$ cat src/hdl/ttt_board_pkg.sv
package ttt_board_pkg;

    // Fixed by the game
    localparam int NUM_CELLS = 9;

    // Cell contents, code 2'b11 is never written
    typedef enum logic [1:0] {
        EMPTY  = 2'b00,
        MARK_X = 2'b01,
        MARK_O = 2'b10
    } cell_t;

    typedef enum logic {
        PLAYER_X = 1'b0,
        PLAYER_O = 1'b1
    } player_t;

    // Same 18 bits seen as cells or as rows
    // Cell 0 is top left and sits in the low bits, so rows[0] is the top row
    typedef union packed {
        cell_t [NUM_CELLS-1:0] cells;
        logic  [2:0][5:0]      rows;
    } board_u;

    typedef enum logic [1:0] {
        NONE   = 2'b00,
        X_WINS = 2'b01,
        O_WINS = 2'b10,
        DRAW   = 2'b11
    } result_t;

endpackage

$ cat src/hdl/ttt_keys_pkg.sv
package ttt_keys_pkg;

    // Bit positions in the key vector
    localparam int KEY_UP    = 0;
    localparam int KEY_DOWN  = 1;
    localparam int KEY_LEFT  = 2;
    localparam int KEY_RIGHT = 3;
    localparam int KEY_SPACE = 4;
    localparam int KEY_ENTER = 5;

    // Cells per cursor row
    localparam int GRID_W = 3;

endpackage

$ cat src/hdl/board_store.sv
`timescale 1ns/1ps

module board_store (
    input  logic                   clk,
    input  logic                   reset,
    input  logic                   move_req,
    input  logic [3:0]             move_cell,
    output logic                   move_ack,
    output ttt_board_pkg::board_u  board,
    output ttt_board_pkg::player_t turn
);

    ttt_board_pkg::cell_t mark;

    assign mark = (turn == ttt_board_pkg::PLAYER_X) ? ttt_board_pkg::MARK_X
                                                    : ttt_board_pkg::MARK_O;

    always_ff @(posedge clk or posedge reset) begin
        if (reset) begin
            move_ack    <= 1'b0;
            board.cells <= {ttt_board_pkg::NUM_CELLS{ttt_board_pkg::EMPTY}};
            turn        <= ttt_board_pkg::PLAYER_X;
        end else if (move_req && !move_ack) begin
            // New request, the cell was checked empty upstream
            move_ack               <= 1'b1;
            board.cells[move_cell] <= mark;
            if (turn == ttt_board_pkg::PLAYER_X) begin
                turn <= ttt_board_pkg::PLAYER_O;
            end else begin
                turn <= ttt_board_pkg::PLAYER_X;
            end
        end else if (!move_req && move_ack) begin
            move_ack <= 1'b0;
        end
    end

endmodule

$ cat src/hdl/cursor_ctrl.sv
`timescale 1ns/1ps

module cursor_ctrl (
    input  logic                  clk,
    input  logic                  reset,
    input  logic [5:0]            key_pulse,
    input  ttt_board_pkg::board_u board,
    input  logic                  game_over,
    input  logic                  move_ack,
    output logic                  move_req,
    output logic [3:0]            move_cell,
    output logic [3:0]            cursor,
    output logic [8:0]            cursor_onehot
);

    localparam logic [1:0] S_MOVE = 2'd0;
    localparam logic [1:0] S_WAIT = 2'd1;
    localparam logic [1:0] S_REQ  = 2'd2;

    localparam logic [3:0] ROW_STEP = 4'(ttt_keys_pkg::GRID_W);
    localparam logic [3:0] LAST_COL = 4'(ttt_keys_pkg::GRID_W - 1);
    localparam logic [3:0] LAST_ROW_START =
        4'(ttt_board_pkg::NUM_CELLS - ttt_keys_pkg::GRID_W);

    logic [1:0] state;
    logic       req_done;
    logic       cell_empty;
    logic       up_ok;
    logic       down_ok;
    logic       left_ok;
    logic       right_ok;
    logic       select_ok;

    assign cell_empty = (board.cells[cursor] == ttt_board_pkg::EMPTY);

    // Edge checks so the cursor never leaves the grid
    assign up_ok    = cursor >= ROW_STEP;
    assign down_ok  = cursor < LAST_ROW_START;
    assign left_ok  = (cursor % ROW_STEP) != 4'd0;
    assign right_ok = (cursor % ROW_STEP) != LAST_COL;

    assign select_ok = (state == S_MOVE) && key_pulse[ttt_keys_pkg::KEY_SPACE] &&
                       (key_pulse[3:0] == 4'd0) && cell_empty && !game_over;

    always_ff @(posedge clk or posedge reset) begin
        if (reset) begin
            state         <= S_MOVE;
            cursor        <= '0;
            cursor_onehot <= 9'd1;
            move_req      <= 1'b0;
            req_done      <= 1'b0;
        end else begin
            case (state)
                S_MOVE: begin
                    if (key_pulse[ttt_keys_pkg::KEY_UP] && up_ok) begin
                        cursor        <= cursor - ROW_STEP;
                        cursor_onehot <= cursor_onehot >> ttt_keys_pkg::GRID_W;
                    end else if (key_pulse[ttt_keys_pkg::KEY_DOWN] && down_ok) begin
                        cursor        <= cursor + ROW_STEP;
                        cursor_onehot <= cursor_onehot << ttt_keys_pkg::GRID_W;
                    end else if (key_pulse[ttt_keys_pkg::KEY_LEFT] && left_ok) begin
                        cursor        <= cursor - 4'd1;
                        cursor_onehot <= cursor_onehot >> 1;
                    end else if (key_pulse[ttt_keys_pkg::KEY_RIGHT] && right_ok) begin
                        cursor        <= cursor + 4'd1;
                        cursor_onehot <= cursor_onehot << 1;
                    end else if (select_ok) begin
                        state <= S_WAIT;
                    end
                end

                S_WAIT: begin
                    // Cursor stays put until confirm or cancel
                    if (key_pulse[ttt_keys_pkg::KEY_ENTER]) begin
                        state <= S_REQ;
                    end else if (key_pulse[ttt_keys_pkg::KEY_SPACE]) begin
                        state <= S_MOVE;
                    end
                end

                S_REQ: begin
                    if (move_req) begin
                        if (move_ack) begin
                            move_req <= 1'b0;
                            req_done <= 1'b1;
                        end
                    end else if (req_done) begin
                        state    <= S_MOVE;
                        req_done <= 1'b0;
                    end else if (!move_ack) begin
                        // Previous ack has dropped, open a new request
                        move_req <= 1'b1;
                    end
                end

                default: state <= S_MOVE;
            endcase
        end
    end

    // Target cell, held for the whole handshake
    always_ff @(posedge clk) begin
        if (select_ok) begin
            move_cell <= cursor;
        end
    end

endmodule

$ cat src/hdl/key_edge_detect.sv
`timescale 1ns/1ps

module key_edge_detect (
    input  logic       clk,
    input  logic       reset,
    input  logic [5:0] keys,
    output logic [5:0] key_pulse
);

    logic [5:0] keys_sync;
    logic [5:0] keys_prev;

    always_ff @(posedge clk or posedge reset) begin
        if (reset) begin
            keys_sync <= '0;
            keys_prev <= '0;
        end else begin
            keys_sync <= keys;
            keys_prev <= keys_sync;
        end
    end

    // High for one cycle after a key goes from released to pressed
    assign key_pulse = keys_sync & ~keys_prev;

endmodule

$ cat src/hdl/ttt_game.sv
`timescale 1ns/1ps

module ttt_game (
    input  logic                   clk,
    input  logic                   reset,
    input  logic [5:0]             keys,
    output ttt_board_pkg::board_u  board,
    output logic [3:0]             cursor,
    output logic [8:0]             cursor_onehot,
    output ttt_board_pkg::player_t turn,
    output ttt_board_pkg::result_t result,
    output logic                   game_over
);

    logic [5:0] key_pulse;
    logic       move_req;
    logic       move_ack;
    logic [3:0] move_cell;

    key_edge_detect u_key_edge_detect (
        .clk       (clk),
        .reset     (reset),
        .keys      (keys),
        .key_pulse (key_pulse)
    );

    cursor_ctrl u_cursor_ctrl (
        .clk           (clk),
        .reset         (reset),
        .key_pulse     (key_pulse),
        .board         (board),
        .game_over     (game_over),
        .move_ack      (move_ack),
        .move_req      (move_req),
        .move_cell     (move_cell),
        .cursor        (cursor),
        .cursor_onehot (cursor_onehot)
    );

    // Always ready, so a move only waits on the handshake
    board_store u_board_store (
        .clk       (clk),
        .reset     (reset),
        .move_req  (move_req),
        .move_cell (move_cell),
        .move_ack  (move_ack),
        .board     (board),
        .turn      (turn)
    );

    win_detect u_win_detect (
        .clk       (clk),
        .reset     (reset),
        .board     (board),
        .result    (result),
        .game_over (game_over)
    );

endmodule

$ cat src/hdl/win_detect.sv
`timescale 1ns/1ps

module win_detect (
    input  logic                   clk,
    input  logic                   reset,
    input  ttt_board_pkg::board_u  board,
    output ttt_board_pkg::result_t result,
    output logic                   game_over
);

    ttt_board_pkg::result_t win;
    ttt_board_pkg::result_t next_result;
    logic                   full;

    function automatic ttt_board_pkg::result_t line_result(
        input ttt_board_pkg::cell_t a,
        input ttt_board_pkg::cell_t b,
        input ttt_board_pkg::cell_t c
    );
        line_result = ttt_board_pkg::NONE;
        if (a == b && b == c) begin
            if (a == ttt_board_pkg::MARK_X) begin
                line_result = ttt_board_pkg::X_WINS;
            end else if (a == ttt_board_pkg::MARK_O) begin
                line_result = ttt_board_pkg::O_WINS;
            end
        end
    endfunction

    always_comb begin
        win = ttt_board_pkg::NONE;
        // Rows straight from the row view
        for (int r = 0; r < 3; r++) begin
            if (win == ttt_board_pkg::NONE) begin
                win = line_result(ttt_board_pkg::cell_t'(board.rows[r][1:0]),
                                  ttt_board_pkg::cell_t'(board.rows[r][3:2]),
                                  ttt_board_pkg::cell_t'(board.rows[r][5:4]));
            end
        end
        for (int c = 0; c < 3; c++) begin
            if (win == ttt_board_pkg::NONE) begin
                win = line_result(board.cells[c], board.cells[c+3], board.cells[c+6]);
            end
        end
        if (win == ttt_board_pkg::NONE) begin
            win = line_result(board.cells[0], board.cells[4], board.cells[8]);
        end
        if (win == ttt_board_pkg::NONE) begin
            win = line_result(board.cells[2], board.cells[4], board.cells[6]);
        end
    end

    always_comb begin
        full = 1'b1;
        for (int i = 0; i < ttt_board_pkg::NUM_CELLS; i++) begin
            if (board.cells[i] == ttt_board_pkg::EMPTY) begin
                full = 1'b0;
            end
        end
    end

    assign next_result = (win != ttt_board_pkg::NONE) ? win :
                         full ? ttt_board_pkg::DRAW : ttt_board_pkg::NONE;

    // First result sticks until reset
    always_ff @(posedge clk or posedge reset) begin
        if (reset) begin
            result <= ttt_board_pkg::NONE;
        end else if (result == ttt_board_pkg::NONE) begin
            result <= next_result;
        end
    end

    assign game_over = (result != ttt_board_pkg::NONE);

endmodule

$ cat config.mk
export PLATFORM = sky130hd
export DESIGN_NAME = ttt_game
export DESIGN_NICKNAME = d
export VERILOG_FILES = /design/src/hdl/ttt_board_pkg.sv /design/src/hdl/ttt_keys_pkg.sv /design/src/hdl/board_store.sv /design/src/hdl/cursor_ctrl.sv /design/src/hdl/key_edge_detect.sv /design/src/hdl/ttt_game.sv /design/src/hdl/win_detect.sv
export SDC_FILE = /design/constraint.sdc
export NUM_CORES = 1
export LEC_CHECK = 0
export BUFFER_PORTS_ARGS = -buffer_cell sky130_fd_sc_hd__clkbuf_2
export CORE_ASPECT_RATIO = 1.5
export CORE_MARGIN = 1.5
export CORE_UTILIZATION = 40
export DETAILED_ROUTE_END_ITERATION = 12
export SLEW_MARGIN = 15
export SYNTH_ARGS = -nofsm -noshare
export SYNTH_HDL_FRONTEND = slang
export SYNTH_SLANG_ARGS = --single-unit
$ cat constraint.sdc
create_clock -name clk -period 8.3 [get_ports clk]
set_clock_uncertainty 0.2 [all_clocks]
set_input_delay 0.83 -clock clk [delete_from_list [all_inputs] [get_ports clk]]
set_output_delay 0.83 -clock clk [all_outputs]
set_load 0.01 [all_outputs]
==> results of run 1 <==
-- worst reg2reg max path: cells and delay by family, from the launching register on --
family / cells / cell delay, ns
buffers and inverters: 1 / 0.06
adder cells (fa/ha/maj): 4 / 1.04
AND/OR/NAND/NOR: 7 / 1.81
AO/OA/AOI/OAI: 7 / 1.19
flip-flops: 1 / 0.70
-- registers in the layout (all words and copies together) (netlist names) --
name,cells
u_board_store.board,18
u_cursor_ctrl.cursor_onehot,9
u_key_edge_detect.keys_prev,6
u_key_edge_detect.keys_sync,6
u_cursor_ctrl.cursor,4
u_cursor_ctrl.move_cell,4
u_cursor_ctrl.state,2
u_win_detect.result,2
u_board_store.move_ack,1
u_board_store.turn,1
u_cursor_ctrl.move_req,1
u_cursor_ctrl.req_done,1
-- power by group --
part	leakage (nW)	switching, mW	internal (mW)
Combinational	0.858	0.483	0.394
Sequential	0.656	0.180	0.369
Clock	0.0719	0.104	0.115
Total	1.59	0.767	0.878
-- cell families after synthesis --
| logic type | count (synthesis) | share of synthesized area [%] |
|---|---|---|
| AOI/OAI and AO/OA | 86 | 19.92 |
| xor gates and xnor gates | 4 | 1.061 |
| adders and majority gates | 9 | 3.637 |
| buffers and inverters | 34 | 4.356 |
| DFF | 55 | 42.31 |
| muxes | 19 | 6.212 |
| and+or+nand+nor | 132 | 22.50 |
-- synthesized netlist by cell type, drive strengths merged, types with 5 or more instances --
library cell	number	area [um2]
a21oi	16	83.83
o21ai	9	45.04
and3	5	31.28
clkbuf	8	30.03
nor2	24	95.09
ha	8	100.1
a211oi	7	52.55
nand2	27	101.4
mux2	12	135.1
nand3	7	35.03
dfrtp	50	1251
nand2b	19	118.9
nor2b	11	68.82
o211ai	9	67.56
inv	20	75.07
o22ai	7	43.79
buf	6	38.79
nor3	10	50.05
nor3b	5	37.54
mux2i	7	70.07
-- path summary, 6_finish.rpt --
check	start	end	slack (ns)
setup / recovery	u_cursor_ctrl.cursor[3]$_DFFE_PP0P_	u_cursor_ctrl.cursor[3]$_DFFE_PP0P_	3.18
hold / removal	u_key_edge_detect.keys_sync[4]$_DFF_PP0_	u_key_edge_detect.keys_prev[4]$_DFF_PP0_	0.18
min in group asynchronous	reset	u_cursor_ctrl.state[1]$_DFFE_PP0P_	0.49
hold reg to reg	u_key_edge_detect.keys_sync[4]$_DFF_PP0_	u_key_edge_detect.keys_prev[4]$_DFF_PP0_	0.18
setup reg to reg	u_cursor_ctrl.cursor[3]$_DFFE_PP0P_	u_cursor_ctrl.cursor[3]$_DFFE_PP0P_	3.18
max in group asynchronous	reset	u_board_store.board[7]$_DFFE_PP0P_	6.96
-- routing by layer --
layer | up-vias | share of wire (%) | GRT usage [%]
met3 | 13 | 2.8 | 1.753
met4 | 0 | 2.8 | 8.727
li1 | 1330 | - | -
met1 | 1315 | 40 | 22.44
met2 | 69 | 55 | 36.67
met5 | - | 0 | 0
-- final cells by class --
type / instances / area, um2
Fill cell: 800 / 4257
Multi-Input combinational cell: 250 / 1762
Sequential cell: 55 / 1398
Timing Repair Buffer: 45 / 232.7
Tap cell: 105 / 131.4
Clock buffer: 5 / 125.1
Inverter: 20 / 75.07
Clock inverter: 3 / 27.53
==> results.md, run 1 <==
- Setup TNS: 0 ns
- Max VDD drop: 0.0001938 V
- CTS max path bufs: 2
- Largest net degree at the start of global routing: 52
- Diodes inserted: 0
- GRT Resource Usage Total: approximately a fifth
- WL final: ~8000 um
- Routed WL per cell: between 15 and 20 um
- Maximum fanout along the worst path: 18
- Post-synth EDFFs: 4
- Cell Area, Synth: 3303 um2
- Port bufs: 42
- Final hold slack: 0.1830 ns
- Ys Warns: 0
- Crit path largest cell delay: 0.70 ns
- Min-Delay Path Class: reg -> reg
- CP Depth: 19
- Setup ws final: 3.181 ns
- CP arrival: 5.10 ns
- Placed Area: 3598 um2
- ANT nets after route: 0
- Rel. slew slack: 49.40%
- Syn-to-layout area delta: 13.56%
- Post-Syn Instances: around 340
- Vias in the first global route: 2,704
- Gpl congestion: approximately 0.9
- Pre-CTS setup slack: 3.192 ns
- Finished Layout Cells: 483
- Worst-Margin Slew: 0.7562 ns
- Leakage Power: 1.585 nW
- Crit path buf inv count: 1
- Status: finished, final reports clean
- Minimum clock period: 5.119 ns
- Distinct cells, synth: 72
- Layout Nets: 394
- Slowest CP cell: dfrtp_1
- Final hold violations: 0
- Rows: 40
- DP HPWL: approximately 6100 um
- Synth Net Count: 356
- DP Cell Count: 475
- Final Setup Violations: 0
- Cts hold-fix bufs: 0
- Global route overflow: 0
- Power, Total: 1.644 mW
- Ys flop type: dfrtp_1
- CTS tree: done
- CTS buffer count: 5
- Routed vias/inst: ~5.6
- Die height: between 100 and 150 um
- Post-CTS setup buffer count: 0
- Sequential fraction of the synthesis area: 42.31%
- Syn avg cell area: 9.744 um2
- Skew-Pair Late Insertion Delay: approximately 0.3 ns
- H-tree depth: 2
- Worst-path clk slew: about 0.070 ns
- Ports: 43
- R2R cell count: 19
- Chip Width: slightly below 80 um
- Root buffer cell: clkbuf_16
- First-pass GRT wire length: 13,550 um
- Most common library cell in the layout ignoring fill and taps: dfrtp_1
- Vias post-DR: between 2,000 and 3,000
- Sequence of cells on the critical path: nor2b_1, ha_1, inv_1, ha_1, nor2b_1, a221oi_2, ha_1, nor4_4, or3b_1, a22oi_4, nand2b_1, nand2_1, ha_1, a21o_1, a21oi_1, nor2_1, a22oi_1, a21boi_0, a2111oi_2
- Router iterations before antenna repair: 4
- Post-CTS sizing: 0
- Kind of critical path: reg -> reg
- Max-cap viol count: 0
- Element type at the critical path end: flop
- DRC viols: 0
- RSZ-0062 raised after global routing: no
- Fmax: 195.3 MHz
- Hold depth: 0
- Critical Path Start Type: flop
- DRT iter0 DRCs: 137
- Fin util: 46.84%
- Layout cells sized above 1: 21.16%
- Final period util: 61.68%
- Cell area power density: between 400 and 500 nW/um2
- Most frequent cells in the layout: 50 x dfrtp_1, 42 x clkbuf_2, 27 x nand2_1, 22 x nor2_1
- Core Area: roughly 8000 um2
- Sinks on Clock Net: 55
- CP most frequent cell: ha_1
- Die area: 8823 um2
- Ys async rst share: 92.73%
- Final Max Slew Viols: 0
- Yosys reg bits: 55
- Fin area: between 3000 and 4000 um2
- Antenna violations before repair: 0
- Critical Path RT: 8.28 ns
- Top delay family on crit path: simple AND/OR/NAND/NOR gates
- Initial Utilization: 41.25%
(Power assumes the default switching activity.)
==> inputs of run 2 (changes only) <==
==> constraint.sdc (replaced) <==
create_clock -name clk -period 4.6 [get_ports clk]
set_clock_uncertainty 0.2 [all_clocks]
set_input_delay 0.46 -clock clk [delete_from_list [all_inputs] [get_ports clk]]
set_output_delay 0.46 -clock clk [all_outputs]
set_load 0.01 [all_outputs]
==> run 2 against run 1 <==
  * Routed wire length is 2.7% lower
  * Maximum frequency is 20% higher
  * Die area is the same
  * Global-route usage fell by 0.44 points
  * Register-to-register slack lost 2.8 ns
  * Cell count increased by 1.7%
  * Core utilization grew 0.81 points
  * Critical path depth is 1 higher
  * Combinational power rose by 100%
  * Sequential power is 63% higher
  * Flip-flop and latch count did not move
==> results.md, run 2 (same netlist as run 1, synthesis figures left out) <==
- Minimum clock period: roughly 4.3 ns
- Status: finished, final reports clean
- Grt met3 use: 2.869%
- Final hold violations: 0
- Router iterations before antenna repair: 4
- Final Max Slew Viols: 0
- Crit path largest cell delay: 0.39 ns
- Maximum fanout along the worst path: 8
- Routed vias/inst: 5.692
- Gpl congestion: 0.8786
- Antenna violations before repair: 0
- Cell area power density: 801.2 nW/um2
- Most frequent cells in the layout: 50 x dfrtp_1, 42 x clkbuf_2, 27 x nand2_1, 22 x nor2_1
- Die area: 8823 um2
- Met1 GRT Util: 20.27%
- Critical Path Start Type: flop
- Layout Nets: 402
- Vias post-DR: 2,795
- Root buffer cell: clkbuf_16
- Element type at the critical path end: flop
- Top delay family on crit path: compound AO/OA/AOI/OAI gates
- Routed WL per cell: about 16 um
- Max-cap viol count: 0
- Skew-Pair Late Insertion Delay: 0.30 ns
- Global route overflow: 0
- GR Layer Usage met2: between 30% and 40%
- Most common library cell in the layout ignoring fill and taps: dfrtp_1
- First-pass GRT wire length: about 13,000 um
- Kind of critical path: reg -> reg
- Initial Utilization: approximately two fifths
- Layout cells sized above 1: a little under a quarter
- Diodes inserted: 0
- Largest register FFs: 18
- Leakage Power: 1.623 nW
- Critical Path RT: 4.56 ns
- GRT Max-Usage Layer: met2
- H-tree depth: 2
- Min-Delay Path Class: in -> reg
- CTS tree: done
- Worst-path clk slew: ~0.070 ns
- DRT iter0 DRCs: approximately 100
- ANT nets after route: 0
- Fillers: 810
- RSZ-0062 raised after global routing: no
- Syn-to-layout area delta: 15.53%
- Core Area: 8008 um2
- Die height: between 100 and 150 um
- CTS max path bufs: 2
- Worst-Margin Slew: 0.8796 ns
- Largest regs: u_board_store.board x18, u_cursor_ctrl.cursor_onehot x9
- Sinks on Clock Net: 55
- CP arrival: about 4.2 ns
- Ports: 43
- Biggest register: u_board_store.board
- GRT Resource Usage Total: 19.16%
- Rows: 40
- Crit path buf inv count: 2
- Chip Width: 77.20 um
- Final period util: 92.64%
- Final Setup Violations: 0
- CTS buffer count: 5
- Vias in the first global route: ~2,800
- Register-to-register setup slack: 0.34 ns
- Max VDD drop: 0.0003556 V
- Largest net degree at the start of global routing: 52
- DRC viols: 0
- Setup TNS: 0 ns
- Rel. slew slack: 41.29%
- Sequence of cells on the critical path: nor2b_2, ha_1, inv_1, ha_2, and2b_1, a221oi_2, ha_2, nor4_4, buf_4, a211o_1, a22oi_4, nand2b_1, nand2_1, ha_1, a21o_1, a21o_1, nor3_1, mux2i_1, a21boi_0, a2111oi_2
- Port bufs: 42
- Cts hold-fix bufs: 0
- Fmax: about 230 MHz
- Slowest CP cell: dfrtp_1
- DP HPWL: 5791 um
- WL final: 7970 um
- Power, Total: 3.057 mW
-- run 2: metrics by stage --
step	area [um2]	hold slack, ns	util [%]	instances	setup slack [ns]
6_report	3816	0.06304	47.66	491	0.3384
4_1_cts	3782	0.05349	47.23	488	0.08399
3_5_place_dp	3636	0.1745	45.41	480	0.1408
3_3_place_gp	3636	0.1701	45.41	480	0.3239
2_1_floorplan	3303	0.1537	-	339	0.03521
5_1_grt	3816	0.04792	47.66	491	0.01637
-- run 2: worst paths after layout --
kind                                                           from                                  endpoint  cells past startpoint
max reg2reg                     u_cursor_ctrl.cursor[2]$_DFFE_PP0P_       u_cursor_ctrl.cursor[3]$_DFFE_PP0P_                     20
min                                                         keys[5]  u_key_edge_detect.keys_sync[5]$_DFF_PP0_                      1
max                             u_cursor_ctrl.cursor[2]$_DFFE_PP0P_       u_cursor_ctrl.cursor[3]$_DFFE_PP0P_                     20
min reg2reg                u_key_edge_detect.keys_sync[4]$_DFF_PP0_  u_key_edge_detect.keys_prev[4]$_DFF_PP0_                      0
min in group asynchronous                                     reset  u_key_edge_detect.keys_sync[5]$_DFF_PP0_                      2
max in group asynchronous                                     reset       u_cursor_ctrl.cursor[3]$_DFFE_PP0P_                      2
-- run 2: where the power goes --
group	leakage (nW)	switching, mW	internal [mW]
combinational	0.896	0.975	0.803
clock	0.0714	0.177	0.205
sequential	0.656	0.229	0.668
total	1.62	1.38	1.68
-- run 2: area by class of cell --
| cell class | instances | area (um2) | share of cell area, % |
|---|---|---|---|
| Multi-Input combinational cell | 250 | 1772 | 46.43 |
| Timing Repair Buffer | 53 | 292.8 | 7.672 |
| Tap cell | 105 | 131.4 | 3.443 |
| Sequential cell | 55 | 1398 | 36.62 |
| Inverter | 20 | 76.32 | 2.000 |
| Clock buffer | 6 | 128.9 | 3.377 |
| Clock inverter | 2 | 17.52 | 0.4590 |
-- run 2: timing repair --
item / 4_1_cts / 5_1_grt
setup buffers: 0 / 3
setup endpoints to repair: 0 / 1
resized for setup: 0 / 4
-- run 2: routing by layer --
layer | vias to the layer above | wire length [um]
met1 | 1365 | 3148
met4 | 0 | 286
li1 | 1339 | -
met2 | 68 | 4271
met5 | - | 0
met3 | 23 | 263
-- run 2: worst reg2reg max path, cell delays in order, from the launching register on --
cell,delay (ns)
dfrtp_1,0.39
nor2b_2,0.17
ha_1,0.20
inv_1,0.07
ha_2,0.24
and2b_1,0.20
a221oi_2,0.21
ha_2,0.25
nor4_4,0.05
buf_4,0.17
a211o_1,0.32
a22oi_4,0.18
nand2b_1,0.16
nand2_1,0.09
ha_1,0.30
a21o_1,0.17
a21o_1,0.20
nor3_1,0.18
mux2i_1,0.09
a21boi_0,0.22
a2111oi_2,0.05
==> inputs of run 3 (changes only) <==
==> constraint.sdc (replaced) <==
create_clock -name clk -period 4.5 [get_ports clk]
set_clock_uncertainty 0.2 [all_clocks]
set_input_delay 0.45 -clock clk [delete_from_list [all_inputs] [get_ports clk]]
set_output_delay 0.45 -clock clk [all_outputs]
set_load 0.01 [all_outputs]
==> run 3 against run 2 <==
  * Combinational power grew 5%
  * Register-to-register slack worse by 0.14 ns
  * Routed wire length rose by 5.0%
  * First-iteration DRC count is 60% higher
  * Global-route usage grew 0.90 points
  * Clock power up 3%
  * Critical path depth unchanged
  * Flip-flop and latch count unchanged
  * Worst setup slack got worse by 0.14 ns
==> results.md, run 3 (same netlist as run 1, synthesis figures left out) <==
- Status: finished, final reports clean
- RR Endpoint: u_cursor_ctrl.cursor[3]$_DFFE_PP0P_
- Most common library cell in the layout ignoring fill and taps: dfrtp_1
- Worst Hold End: u_key_edge_detect.keys_sync[5]$_DFF_PP0_
- Crit path buf inv count: 2
- Finished Layout Cells: 492
- Leakage Power: 1.632 nW
- CP most frequent cell: ha_2
- Most frequent cells in the layout: 50 x dfrtp_1, 42 x clkbuf_2, 27 x nand2_1, 22 x nor2_1, 19 x inv_1
- Cts hold-fix bufs: 0
- H-tree depth: 2
- Largest regs: u_board_store.board x18, u_cursor_ctrl.cursor_onehot x9
- Root buffer cell: clkbuf_16
- WL final: around 8400 um
- Sequence of cells on the critical path: nor2b_2, ha_2, inv_1, ha_4, nor2b_1, a221oi_2, ha_2, nor4_4, buf_4, a211o_1, a22oi_4, nand2b_4, nand2_1, ha_1, a21o_1, a21oi_2, nor2_1, a22oi_1, a21boi_1, a2111oi_2
- Rel. slew slack: about two fifths
- Skew-Pair Late Insertion Delay: roughly 0.3 ns
- Vias in the first global route: 2,778
- Router iterations before antenna repair: 4
- Worst-path clk slew: 0.07 ns
- Core Area: 8008 um2
- Power share of the combinational group: 58.7%
- Syn-to-layout area delta: 16.40%
- Kind of critical path: reg -> reg
- DP HPWL: 6077 um
- Register-to-register setup slack: 0.20 ns
- Top delay family on crit path: compound AO/OA/AOI/OAI gates
- Element type at the critical path end: flop
- Sw frac: around 45%
- Routed WL per cell: 17.01 um
- GRT Resource Usage Total: 20.07%
- Layout Nets: 403
- Power Internal: 1.739 mW
- Gpl congestion: 0.8910
- Critical Path Start Type: flop
- Final hold violations: 0
- CP arrival: around 4.3 ns
- Max VDD drop: ~0.00056 V
- ANT nets after route: 0
- Min-delay src: keys[5]
- Biggest register: u_board_store.board
- Die area: approximately 8800 um2
- Vias post-DR: approximately 2,800
- Placed Area: about 3600 um2
- DP Cell Count: 480
- Worst-Margin Slew: 0.9011 ns
- CTS buffer count: 5
- Critical Path RT: around 4.5 ns
- Die height: 114.3 um
- Cell area power density: between 800 and 900 nW/um2
- DRC viols: 0
- Fmax: approximately 230 MHz
- Hold depth: 1
- Sinks on Clock Net: 55
- Minimum clock period: 4.304 ns
- Diodes inserted: 0
- Slowest CP cell: dfrtp_1
- Setup TNS: 0 ns
- Maximum fanout along the worst path: 8
- Layout cells sized above 1: 24.29%
- Initial Utilization: between 40 and 50%
- Max-cap viol count: 0
- Global route overflow: 0
- Rows: 40
- RR Startpoint: u_cursor_ctrl.cursor[3]$_DFFE_PP0P_
- Port bufs: 42
- Antenna violations before repair: 0
- CTS tree: done
- R2R cell count: 20
- Fin area: 3845 um2
- Crit path largest cell delay: 0.39 ns
- Min-Delay Path Class: in -> reg
- Final Setup Violations: 0
- Final Max Slew Viols: 0
- CTS max path bufs: 2
- Power, Total: 3.186 mW
- Clock power share: 12.3%
- Chip Width: 77.20 um
- Largest net degree at the start of global routing: 52
- DRT iter0 DRCs: 165
- Routed vias/inst: 5.638
- First-pass GRT wire length: ~14,000 um
- Sw Pwr: 1.448 mW
- Final hold slack: about 0.054 ns
- Largest register FFs: 18
- Sequential Power Share: 29.0%
- Ports: 43
- Final period util: 95.64%
## run 3: timing repair
item                                    in CTS  in global routing
endpoints found under the setup margin       0                  1
gates resized for setup                      0                  7
setup buffers                                0                  4
## run 3: metrics by stage
stage | worst slack [ns] | util [%]
after floorplan | 0.01289 | -
after global placement | 0.2966 | 45.44
after detailed placement | 0.09068 | 45.44
after CTS | 0.06126 | 47.27
after global routing | -0.02662 | 48.02
final | 0.1963 | 48.02
## run 3: worst reg2reg max path, cell delays in order, from the launching register on
cell and delay, ns:
dfrtp_1 0.39, nor2b_2 0.16, ha_2 0.21, inv_1 0.07, ha_4 0.18, nor2b_1 0.14
a221oi_2 0.32, ha_2 0.27, nor4_4 0.06, buf_4 0.18, a211o_1 0.32, a22oi_4 0.16
nand2b_4 0.15, nand2_1 0.08, ha_1 0.30, a21o_1 0.18, a21oi_2 0.16, nor2_1 0.08
a22oi_1 0.15, a21boi_1 0.10, a2111oi_2 0.32
## run 3: power groups by stage
stage / sequential [mW] / clock, mW / combinational [mW]
final: 0.925 / 0.393 / 1.87
after global routing: 0.959 / 0.430 / 2.05
after CTS: 0.921 / 0.410 / 1.77
after detailed placement: 0.932 / 0 / 1.76
after global placement: 0.928 / 0 / 1.74
after floorplan: 0.940 / 0 / 1.23
## run 3: worst max path at each step
stage	from	end	slack [ns]	cells after the start
finish	u_cursor_ctrl.cursor[3]$_DFFE_PP0P_	u_cursor_ctrl.cursor[3]$_DFFE_PP0P_	0.20	20
CTS	u_cursor_ctrl.cursor[2]$_DFFE_PP0P_	u_cursor_ctrl.cursor[3]$_DFFE_PP0P_	0.06	19
global placement	u_cursor_ctrl.cursor[2]$_DFFE_PP0P_	u_cursor_ctrl.cursor[3]$_DFFE_PP0P_	0.30	19
detailed placement	u_cursor_ctrl.cursor[2]$_DFFE_PP0P_	u_cursor_ctrl.cursor[3]$_DFFE_PP0P_	0.09	19
global route	u_cursor_ctrl.cursor[3]$_DFFE_PP0P_	u_cursor_ctrl.cursor[3]$_DFFE_PP0P_	-0.03	20
floorplan	u_cursor_ctrl.cursor[2]$_DFFE_PP0P_	u_cursor_ctrl.cursor[3]$_DFFE_PP0P_	0.01	21
## run 3: layout make-up
class	instances	area (um2)
clock inverters	3	21.27
inverters	20	76.32
repair buffers	54	300.3
clock buffers	5	125.1
well taps	105	131.4
flip-flops and latches	55	1398
multi-input cells	250	1793
fillers	793	4163
## run 3: per-layer routing
layer	global-route usage (%)	wire length, um	vias up
met1	21.98	3313	1332
met4	7.758	203	0
li1	-	-	1345
met5	0	0	-
met3	3.506	325	17
met2	37.95	4527	80
